$ cat src/rtl/wresp_bank_pkg.sv
// Write-response bank package with sizes, identifier and slot types and the response word
package wresp_bank_pkg;

  ////////////////////////////////////////
  // Sizes
  ////////////////////////////////////////

  // Number of AXI identifiers
  parameter int unsigned NumIds = 4;
  // Number of shared slots
  parameter int unsigned Capacity = 8;

  // Identifier and slot address widths
  parameter int unsigned IdWidth = 2;
  parameter int unsigned AddrWidth = 3;

  // Response payload without the identifier
  parameter int unsigned MsgWidth = 16;

  ////////////////////////////////////////
  // Types
  ////////////////////////////////////////

  typedef logic [IdWidth-1:0] id_t;
  typedef logic [AddrWidth-1:0] addr_t;

  // One write response word
  typedef struct packed {
    id_t                 id;
    logic [MsgWidth-1:0] content;
  } wresp_t;

  // Slot selected for release, also the RAM read request
  typedef struct packed {
    logic  valid;
    addr_t addr;
  } slot_req_t;

endpackage
$ cat src/rtl/wresp_bank.sv
// Write-response bank with per-identifier linked-list queues over shared slots
`timescale 1ns/100ps

module wresp_bank import wresp_bank_pkg::*; #(
  parameter int unsigned NumIds   = wresp_bank_pkg::NumIds,
  parameter int unsigned Capacity = wresp_bank_pkg::Capacity
) (
  input  logic                clk_i,
  input  logic                rst_ni,
  // Reservation
  input  logic                i_res_valid,
  output logic                o_res_ready,
  input  logic [NumIds-1:0]   i_res_id_onehot,
  output addr_t               o_res_addr,
  // Input responses
  input  logic                i_in_valid,
  output logic                o_in_ready,
  input  wresp_t              i_in_data,
  // Output responses
  output logic                o_out_valid,
  input  logic                i_out_ready,
  output wresp_t              o_out_data,
  // Release
  input  logic [Capacity-1:0] i_release_en,
  output logic [Capacity-1:0] o_released_onehot
);

  logic res_fire, any_free, free_valid, link_we;
  addr_t free_addr, wr_addr, link_addr, link_next;
  addr_t fill_addr, fill_next, tail_rd_addr, tail_next, rel_addr;
  addr_t [NumIds-1:0] tail_addr;
  logic  [NumIds-1:0] has_filled;
  slot_req_t sel;
  id_t sel_id, out_id;
  logic [MsgWidth-1:0] rd_data;

  ////////////////////////////////////////
  // Handshakes
  ////////////////////////////////////////

  assign o_res_ready = any_free;
  assign o_res_addr  = free_addr;
  assign res_fire    = i_res_valid && o_res_ready;

  // Output word is the held identifier with the RAM word
  assign o_out_data.id      = out_id;
  assign o_out_data.content = rd_data;

  slot_allocator #(.Capacity(Capacity)) slot_alloc_i (
    .clk_i, .rst_ni,
    .i_alloc(res_fire), .i_free_valid(free_valid), .i_free_addr(rel_addr),
    .o_free_addr(free_addr), .o_any_free(any_free), .o_released_onehot
  );

  next_ptr_table #(.Capacity(Capacity)) next_ptr_i (
    .clk_i, .rst_ni,
    .i_wr_en(link_we), .i_wr_addr(link_addr), .i_wr_next(link_next),
    .i_rd_a_addr(fill_addr), .o_rd_a_next(fill_next),
    .i_rd_b_addr(tail_rd_addr), .o_rd_b_next(tail_next)
  );

  id_queue_ctrl #(.NumIds(NumIds), .Capacity(Capacity)) queue_ctrl_i (
    .clk_i, .rst_ni,
    .i_res_fire(res_fire), .i_res_id_onehot, .i_res_addr(free_addr),
    .i_in_valid, .i_in_id(i_in_data.id), .o_in_ready, .o_wr_addr(wr_addr),
    .i_sel(sel), .i_sel_id(sel_id),
    .o_tail_addr(tail_addr), .o_has_filled(has_filled),
    .o_link_we(link_we), .o_link_addr(link_addr), .o_link_next(link_next),
    .o_fill_addr(fill_addr), .i_fill_next(fill_next),
    .o_tail_rd_addr(tail_rd_addr), .i_tail_next(tail_next)
  );

  release_arbiter #(.NumIds(NumIds), .Capacity(Capacity)) arbiter_i (
    .clk_i, .rst_ni, .i_release_en,
    .i_tail_addr(tail_addr), .i_has_filled(has_filled),
    .o_sel(sel), .o_sel_id(sel_id),
    .i_out_ready, .o_out_valid, .o_out_id(out_id),
    .o_free_valid(free_valid), .o_free_addr(rel_addr)
  );

  // o_in_ready already includes i_in_valid
  msg_ram #(.Capacity(Capacity)) msg_ram_i (
    .clk_i,
    .i_wr_en(o_in_ready), .i_wr_addr(wr_addr), .i_wr_data(i_in_data.content),
    .i_rd(sel), .o_rd_data(rd_data)
  );

endmodule

$ cat src/rtl/msg_ram.sv
// Message storage with one write port and a registered read port
`timescale 1ns/100ps

module msg_ram import wresp_bank_pkg::*; #(
  parameter int unsigned Capacity = wresp_bank_pkg::Capacity
) (
  input  logic                clk_i,
  input  logic                i_wr_en,
  input  addr_t               i_wr_addr,
  input  logic [MsgWidth-1:0] i_wr_data,
  input  slot_req_t           i_rd,
  output logic [MsgWidth-1:0] o_rd_data
);

  logic [MsgWidth-1:0] mem [Capacity];
  logic [MsgWidth-1:0] rd_data_q;

  // Write port
  always_ff @(posedge clk_i) begin
    if (i_wr_en) begin
      mem[i_wr_addr] <= i_wr_data;
    end
  end

  // Read register only moves on a new request, so held data stays put
  always_ff @(posedge clk_i) begin
    if (i_rd.valid) begin
      rd_data_q <= mem[i_rd.addr];
    end
  end

  assign o_rd_data = rd_data_q;

endmodule

$ cat src/rtl/release_arbiter.sv
// Release arbiter picking the lowest eligible identifier and holding the output stage
`timescale 1ns/100ps

module release_arbiter import wresp_bank_pkg::*; #(
  parameter int unsigned NumIds   = wresp_bank_pkg::NumIds,
  parameter int unsigned Capacity = wresp_bank_pkg::Capacity
) (
  input  logic                clk_i,
  input  logic                rst_ni,
  // Multi-hot release enable per slot
  input  logic [Capacity-1:0] i_release_en,
  // Queue state
  input  addr_t [NumIds-1:0]  i_tail_addr,
  input  logic  [NumIds-1:0]  i_has_filled,
  // Selection towards the queues and the RAM
  output slot_req_t           o_sel,
  output id_t                 o_sel_id,
  // Output handshake
  input  logic                i_out_ready,
  output logic                o_out_valid,
  output id_t                 o_out_id,
  // Slot to free after acceptance
  output logic                o_free_valid,
  output addr_t               o_free_addr
);

  logic [NumIds-1:0] elig;
  logic              can_load;

  // Output stage contents
  logic  out_valid_q;
  id_t   out_id_q;
  addr_t out_addr_q;

  // Oldest filled entry of the identifier must be enabled for release
  for (genvar g = 0; g < NumIds; g++) begin : gen_elig
    assign elig[g] = i_has_filled[g] && i_release_en[i_tail_addr[g]];
  end

  // Stage is free, or being emptied this cycle
  assign can_load = !out_valid_q || i_out_ready;

  // Lowest identifier wins
  always_comb begin
    o_sel_id = '0;
    for (int i = NumIds - 1; i >= 0; i--) begin
      if (elig[i]) begin
        o_sel_id = id_t'(i);
      end
    end
  end

  assign o_sel.valid = can_load && (|elig);
  assign o_sel.addr  = i_tail_addr[o_sel_id];

  // Held until accepted, RAM data arrives alongside
  always_ff @(posedge clk_i or negedge rst_ni) begin
    if (!rst_ni) begin
      out_valid_q <= 1'b0;
      out_id_q    <= '0;
      out_addr_q  <= '0;
    end else if (can_load) begin
      out_valid_q <= o_sel.valid;
      out_id_q    <= o_sel_id;
      out_addr_q  <= o_sel.addr;
    end
  end

  assign o_out_valid  = out_valid_q;
  assign o_out_id     = out_id_q;
  assign o_free_valid = out_valid_q && i_out_ready;
  assign o_free_addr  = out_addr_q;

endmodule

$ cat src/rtl/id_queue_ctrl.sv
// Per-identifier linked-list queue pointers and counters for reservation, fill and release
`timescale 1ns/100ps

module id_queue_ctrl import wresp_bank_pkg::*; #(
  parameter int unsigned NumIds   = wresp_bank_pkg::NumIds,
  parameter int unsigned Capacity = wresp_bank_pkg::Capacity
) (
  input  logic                    clk_i,
  input  logic                    rst_ni,
  // Reservation
  input  logic                    i_res_fire,
  input  logic [NumIds-1:0]       i_res_id_onehot,
  input  addr_t                   i_res_addr,
  // Input
  input  logic                    i_in_valid,
  input  id_t                     i_in_id,
  output logic                    o_in_ready,
  output addr_t                   o_wr_addr,
  // Selection from the arbiter
  input  slot_req_t               i_sel,
  input  id_t                     i_sel_id,
  // Queue state for the arbiter
  output addr_t [NumIds-1:0]      o_tail_addr,
  output logic  [NumIds-1:0]      o_has_filled,
  // Link table access
  output logic                    o_link_we,
  output addr_t                   o_link_addr,
  output addr_t                   o_link_next,
  output addr_t                   o_fill_addr,
  input  addr_t                   i_fill_next,
  output addr_t                   o_tail_rd_addr,
  input  addr_t                   i_tail_next
);

  localparam int unsigned CntWidth = $clog2(Capacity + 1);
  typedef logic [CntWidth-1:0] cnt_t;

  // head: newest reserved slot, fill: oldest unfilled slot, tail: oldest filled slot
  addr_t head_d [NumIds], head_q [NumIds];
  addr_t fill_d [NumIds], fill_q [NumIds];
  addr_t tail_d [NumIds], tail_q [NumIds];
  // Reserved but unfilled, and filled but not yet selected
  cnt_t  res_cnt_d [NumIds], res_cnt_q [NumIds];
  cnt_t  fill_cnt_d [NumIds], fill_cnt_q [NumIds];

  logic [NumIds-1:0] res_hit, in_hit, sel_hit;
  logic [NumIds-1:0] f_empty, q_empty;

  ////////////////////////////////////////
  // Per-identifier events
  ////////////////////////////////////////

  for (genvar g = 0; g < NumIds; g++) begin : gen_events
    assign res_hit[g] = i_res_fire && i_res_id_onehot[g];
    assign in_hit[g]  = o_in_ready && (i_in_id == id_t'(g));
    assign sel_hit[g] = i_sel.valid && (i_sel_id == id_t'(g));
    // No filled entry left once this cycle's selection is taken
    assign f_empty[g] = (fill_cnt_q[g] == '0) || ((fill_cnt_q[g] == cnt_t'(1)) && sel_hit[g]);
    assign q_empty[g] = (res_cnt_q[g] == '0) && f_empty[g];
    assign o_tail_addr[g]  = tail_q[g];
    assign o_has_filled[g] = fill_cnt_q[g] != '0;
  end

  // Ready depends on valid, needs an open reservation for that identifier
  assign o_in_ready  = i_in_valid && (res_cnt_q[i_in_id] != '0);
  assign o_wr_addr   = fill_q[i_in_id];
  assign o_fill_addr = fill_q[i_in_id];

  // Selected slot is the tail of the selected identifier
  assign o_tail_rd_addr = i_sel.addr;
  assign o_link_next    = i_res_addr;

  ////////////////////////////////////////
  // Pointer and counter update
  ////////////////////////////////////////

  always_comb begin
    head_d     = head_q;
    fill_d     = fill_q;
    tail_d     = tail_q;
    res_cnt_d  = res_cnt_q;
    fill_cnt_d = fill_cnt_q;
    o_link_we   = 1'b0;
    o_link_addr = '0;
    for (int i = 0; i < NumIds; i++) begin
      // Counters
      res_cnt_d[i]  = res_cnt_q[i] + cnt_t'(res_hit[i]) - cnt_t'(in_hit[i]);
      fill_cnt_d[i] = fill_cnt_q[i] + cnt_t'(in_hit[i]) - cnt_t'(sel_hit[i]);

      // Tail follows the link of the slot leaving for the output stage
      if (sel_hit[i]) begin
        tail_d[i] = i_tail_next;
      end
      // First filled entry becomes the new tail
      if (in_hit[i] && f_empty[i]) begin
        tail_d[i] = fill_q[i];
      end

      // Fill pointer steps past the slot written this cycle
      if (in_hit[i] && (fill_q[i] != head_q[i])) begin
        fill_d[i] = i_fill_next;
      end

      if (res_hit[i]) begin
        head_d[i] = i_res_addr;
        // No unfilled slot left, the new one is next to fill
        if ((res_cnt_q[i] == '0) || (in_hit[i] && (fill_q[i] == head_q[i]))) begin
          fill_d[i] = i_res_addr;
        end
        if (q_empty[i]) begin
          // Fresh queue starts at the new slot
          tail_d[i] = i_res_addr;
        end else begin
          // Chain the new slot after the current head
          o_link_we   = 1'b1;
          o_link_addr = head_q[i];
        end
      end
    end
  end

  always_ff @(posedge clk_i or negedge rst_ni) begin
    if (!rst_ni) begin
      head_q     <= '{default: '0};
      fill_q     <= '{default: '0};
      tail_q     <= '{default: '0};
      res_cnt_q  <= '{default: '0};
      fill_cnt_q <= '{default: '0};
    end else begin
      head_q     <= head_d;
      fill_q     <= fill_d;
      tail_q     <= tail_d;
      res_cnt_q  <= res_cnt_d;
      fill_cnt_q <= fill_cnt_d;
    end
  end

endmodule

$ cat src/rtl/next_ptr_table.sv
// Next-slot link table with one write port and two combinational read ports
`timescale 1ns/100ps

module next_ptr_table import wresp_bank_pkg::*; #(
  parameter int unsigned Capacity = wresp_bank_pkg::Capacity
) (
  input  logic  clk_i,
  input  logic  rst_ni,
  // Link write from a reservation
  input  logic  i_wr_en,
  input  addr_t i_wr_addr,
  input  addr_t i_wr_next,
  // Link after the fill pointer
  input  addr_t i_rd_a_addr,
  output addr_t o_rd_a_next,
  // Link after the tail pointer
  input  addr_t i_rd_b_addr,
  output addr_t o_rd_b_next
);

  // Entry k names the slot reserved right after slot k for the same identifier
  addr_t links_q [Capacity];

  always_ff @(posedge clk_i or negedge rst_ni) begin
    if (!rst_ni) begin
      links_q <= '{default: '0};
    end else if (i_wr_en) begin
      links_q[i_wr_addr] <= i_wr_next;
    end
  end

  // Reads see the table as of the last edge
  assign o_rd_a_next = links_q[i_rd_a_addr];
  assign o_rd_b_next = links_q[i_rd_b_addr];

endmodule

$ cat src/rtl/slot_allocator.sv
// Slot allocator tracking occupied slots and granting the lowest free one
`timescale 1ns/100ps

module slot_allocator import wresp_bank_pkg::*; #(
  parameter int unsigned Capacity = wresp_bank_pkg::Capacity
) (
  input  logic                clk_i,
  input  logic                rst_ni,
  // Reservation takes the offered slot
  input  logic                i_alloc,
  // Slot handed back after its output handshake
  input  logic                i_free_valid,
  input  addr_t               i_free_addr,
  output addr_t               o_free_addr,
  output logic                o_any_free,
  output logic [Capacity-1:0] o_released_onehot
);

  // One bit per slot, set while reserved or holding data
  logic [Capacity-1:0] occ_d, occ_q;

  // Priority search, lowest clear bit wins
  always_comb begin
    o_free_addr = '0;
    for (int i = Capacity - 1; i >= 0; i--) begin
      if (!occ_q[i]) begin
        o_free_addr = addr_t'(i);
      end
    end
  end

  assign o_any_free = ~&occ_q;

  // Freed slot in one-hot form
  assign o_released_onehot = i_free_valid ? (Capacity'(1) << i_free_addr) : '0;

  // Granted slot is free and freed slot is occupied, so both never hit the same bit
  always_comb begin
    occ_d = occ_q;
    if (i_alloc) begin
      occ_d[o_free_addr] = 1'b1;
    end
    occ_d = occ_d & ~o_released_onehot;
  end

  always_ff @(posedge clk_i or negedge rst_ni) begin
    if (!rst_ni) begin
      occ_q <= '0;
    end else begin
      occ_q <= occ_d;
    end
  end

endmodule

$ cat config.mk
export PLATFORM = sky130hd
export DESIGN_NAME = wresp_bank
export DESIGN_NICKNAME = d
export VERILOG_FILES = /design/src/rtl/wresp_bank_pkg.sv /design/src/rtl/wresp_bank.sv /design/src/rtl/msg_ram.sv /design/src/rtl/release_arbiter.sv /design/src/rtl/id_queue_ctrl.sv /design/src/rtl/next_ptr_table.sv /design/src/rtl/slot_allocator.sv
export SDC_FILE = /design/constraint.sdc
export NUM_CORES = 1
export LEC_CHECK = 0
export BUFFER_PORTS_ARGS = -buffer_cell sky130_fd_sc_hd__buf_2
export CELL_PAD_IN_SITES_DETAIL_PLACEMENT = 0
export CELL_PAD_IN_SITES_GLOBAL_PLACEMENT = 1
export CORE_MARGIN = 2
export CORE_UTILIZATION = 30
export CTS_BUF_LIST = sky130_fd_sc_hd__clkbuf_8
export DETAILED_ROUTE_END_ITERATION = 10
export PLACE_DENSITY_LB_ADDON = 0.12
export SKIP_CTS_REPAIR_TIMING = 1
export SYNTH_ARGS = -nofsm -noshare
export SYNTH_HDL_FRONTEND = slang
export SYNTH_SLANG_ARGS = --single-unit
$ cat constraint.sdc
create_clock -name clk_i -period 3.4 [get_ports clk_i]
set_clock_uncertainty 0.15 [all_clocks]
set_input_delay 0.17 -clock clk_i [delete_from_list [all_inputs] [get_ports clk_i]]
set_output_delay 0.17 -clock clk_i [all_outputs]
set_load 0.05 [all_outputs]
==> impl_metrics.yaml <==
outcome:
  status: "finished, violations left"
  violations: "hold timing"
placed_design:
  io_buffers: 66
  gp_congestion: 0.778
  dp_hpwl_um: 25300
  dpl_cell_area_sq_mm: 0.0142
logic_synthesis:
  synth_top_area_share_pct: 34.7
  yosys.area_share.adder_pct: 5.31
  syn-cell-area_sq_mm: 0.0125
  yosysSeqAreaShare_pct: 56.0
  synthMuxAreaShare_pct: 8.06
  ys_seq_elements: 250
  async_flop_share_pct: 42.4
  synth-compound-area-share_pct: 9.47
  synth_xor_area_share_pct: 1.97
  ys.flop_type: "edfxtp_1"
  synth_fp_nets: 1189
  synth.distinct_cells: 67
  synth_top_family_by_area: "simple AND/OR/NAND/NOR gates"
  synth_largest_area_cell: "edfxtp_1"
  syn_inst: 1106
  netlist_top_cells_area: "edfxtp_1, dfrtp_1, nand2_1"
  avgSynthCellArea_sq_um: 11.3
  synthTopCellsByCount: "nand2_1, edfxtp_1, dfrtp_1"
  yosysMostFrequentCell: "nand2_1"
  yosys_warnings: 0
  synth-edff-count: 144
  synth-simple-area-share_pct: 14.7
detailed_routing:
  dr.pass1.iters: 7
  via_per_inst: 4.89
  wl_per_cell_um: 20.1
  drcViolationCount: 0
  drt_iter0_markers: 569
  wirelength_um: 38300
  drtAntennaViolNets: 0
  vias: 9320
pwr:
  ir_drop_mv: 0.622
  power_density_mw_per_mm2: 1210
  power_leakage_nw: 6.81
global_route:
  grt-ovfl-total: 0
  antenna_found_initial: 0
  grt_pass1_vias: 9189
  track_usage_pct: 17.0
  grt_pass1_wl_um: 56100
  grt_max_degree: 59
clock_network:
  cts_tree: "done"
  cts_root_buffer: "clkbuf_8"
  clk_pin_slew_worst_paths_ns: 0.06
  cts_htree_levels: 2
  cts_buffers: 46
  clockBufferDepth: 3
  clock_latency_ns: 0.63
  clkSinkCount: 250
worst_setup_path:
  worst-setup-path-type: "reg2reg"
  cp-start-kind: "flip-flop"
  required_ns: 3.74
  critical_path_arrival_ns: 3.72
  r2r_cells: 11
  crit_path_end_kind: "flip-flop"
  crit_fanout: 5
finish:
  design_area_sq_mm: 0.0164
  areaGrowthSynthToFinish_pct: 31.4
  multi_input_area_sq_mm: 0.00545
  drive_gt1_share_pct: 28.0
  nets: 1419
  register_area_sq_mm: 0.00698
  fillers: 4041
sta:
  fmax_mhz: 296
  setup_viol: 0
  rsz0062_at_grt: "true"
  final-hold-violation-count: 1
  min_period_over_period_pct: 99.5
  slew_headroom_pct: 50.8
  post-route-min-period_ns: 3.38
  setup_tns_ns: 0
  maxSlewViolCount: 0
  timing.hold.ws_ns: -0.0422
  worstMarginPinSlew_ns: 0.737
floorplan:
  initial_core_util_pct: 30.4
  core_sq_mm: 0.0409
  die_w_um: 208
  die_h_um: 208
  rows: 74
  io_pins: 67
  dieArea_sq_mm: 0.0431
worst_hold_path:
  hold_class: "in2reg"
  holdPathStages: 3
flow_run:
  drv_cap: 0
[cells in the final DEF, fill, tap and decap left out, types with 37 or more instances in the layout]
cell	netlist	final
buf_2	12	65
ha_1	40	40
dfrtp_1	106	105
inv_1	96	102
o21ai_0	39	37
clkbuf_8	0	50
nor2_1	49	38
buf_4	2	92
edfxtp_1	144	144
mux2i_1	59	54
nand3_1	59	53
nand2_1	172	162
[power breakdown]
| part | switching [mW] | internal (mW) | total [mW] |
|---|---|---|---|
| sequential | 0.684 | 4.28 | 4.96 |
| clock | 1.39 | 1.77 | 3.16 |
| combinational | 6.42 | 5.25 | 11.7 |
[stage by stage]
stage | power, mW | worst slack, ns | instances | utilization [%] | hold WS, ns
after floorplan | 10.8 | 0.112 | 1106 | - | -0.276
after global placement | 14.4 | -0.173 | 1764 | 34.6 | 0.125
after detailed placement | 14.5 | -0.181 | 1764 | 34.6 | 0.135
after CTS | 17.7 | -0.242 | 1850 | 37.0 | -0.564
after global routing | 21.2 | -0.100 | 1906 | 40.0 | 0.0304
final | 19.8 | 0.0159 | 1907 | 40.0 | -0.0422
[cell families (layout without fill, tap and decap cells)]
logic type | Yosys count | in the layout
XOR/XNOR | 28 | 28
other | 0 | 1
multiplexers | 89 | 89
buffers and inverters | 137 | 405
adder cells (fa/ha/maj) | 48 | 48
AO/OA/AOI/OAI | 166 | 166
flip-flops | 250 | 250
AND/OR/NAND/NOR | 388 | 388
[sequential cells by signal (all words and copies together) (netlist names)]
signal / count
msg_ram_i.mem: 128
next_ptr_i.links_q: 24
msg_ram_i.o_rd_data: 16
queue_ctrl_i.fill_cnt_q: 16
queue_ctrl_i.res_cnt_q: 16
queue_ctrl_i.fill_q: 12
queue_ctrl_i.head_q: 12
queue_ctrl_i.o_tail_addr: 12
slot_alloc_i.occ_q: 8
arbiter_i.o_free_addr: 3
arbiter_i.o_out_id: 2
arbiter_i.o_out_valid: 1
[critical path, stage by stage (launching register included)]
cell      delay (ns)
dfrtp_1         0.40
mux4_2          0.53
nand2b_4        0.16
o211a_4         0.16
buf_6           0.13
a211oi_4        0.33
buf_6           0.16
nor2_4          0.04
mux2i_2         0.17
a211o_4         0.38
nor3b_4         0.31
mux2_4          0.33
[layout make-up]
cell class              instances  share of cell area, %
flip-flops and latches        250                   42.6
multi-input cells             719                   33.3
repair buffers                223                   11.7
clock buffers                  50                   4.20
well taps                     532                   4.07
inverters                      96                   2.20
clock inverters                36                   1.94
diodes                          1                 0.0153
[path summary, 6_finish.rpt]
| path | start | to | slack (ns) |
|---|---|---|---|
| max in group asynchronous | rst_ni | arbiter_i.o_free_addr[0] | 2.29 |
| worst min register to register | arbiter_i.o_out_id[0] | arbiter_i.o_out_id[0] | 0.33 |
| min in group asynchronous | rst_ni | queue_ctrl_i.res_cnt_q[1] | 0.01 |
| worst min-delay path | i_res_valid | slot_alloc_i.occ_q[3] | -0.04 |
| worst max-delay path | queue_ctrl_i.o_tail_addr[3] | next_ptr_i.links_q[8] | 0.02 |
| worst max register to register | queue_ctrl_i.o_tail_addr[3] | next_ptr_i.links_q[8] | 0.02 |
[routing by layer]
layer / vias to the layer above / wire [um] / global-route usage, %
li1: 4466 / - / -
met2: 194 / 16900 / 25.7
met3: 59 / 1530 / 2.45
met1: 4601 / 19000 / 25.1
met5: - / 0 / 0
met4: 0 / 891 / 5.62
No activity file was read; power rests on OpenSTA's default activity.
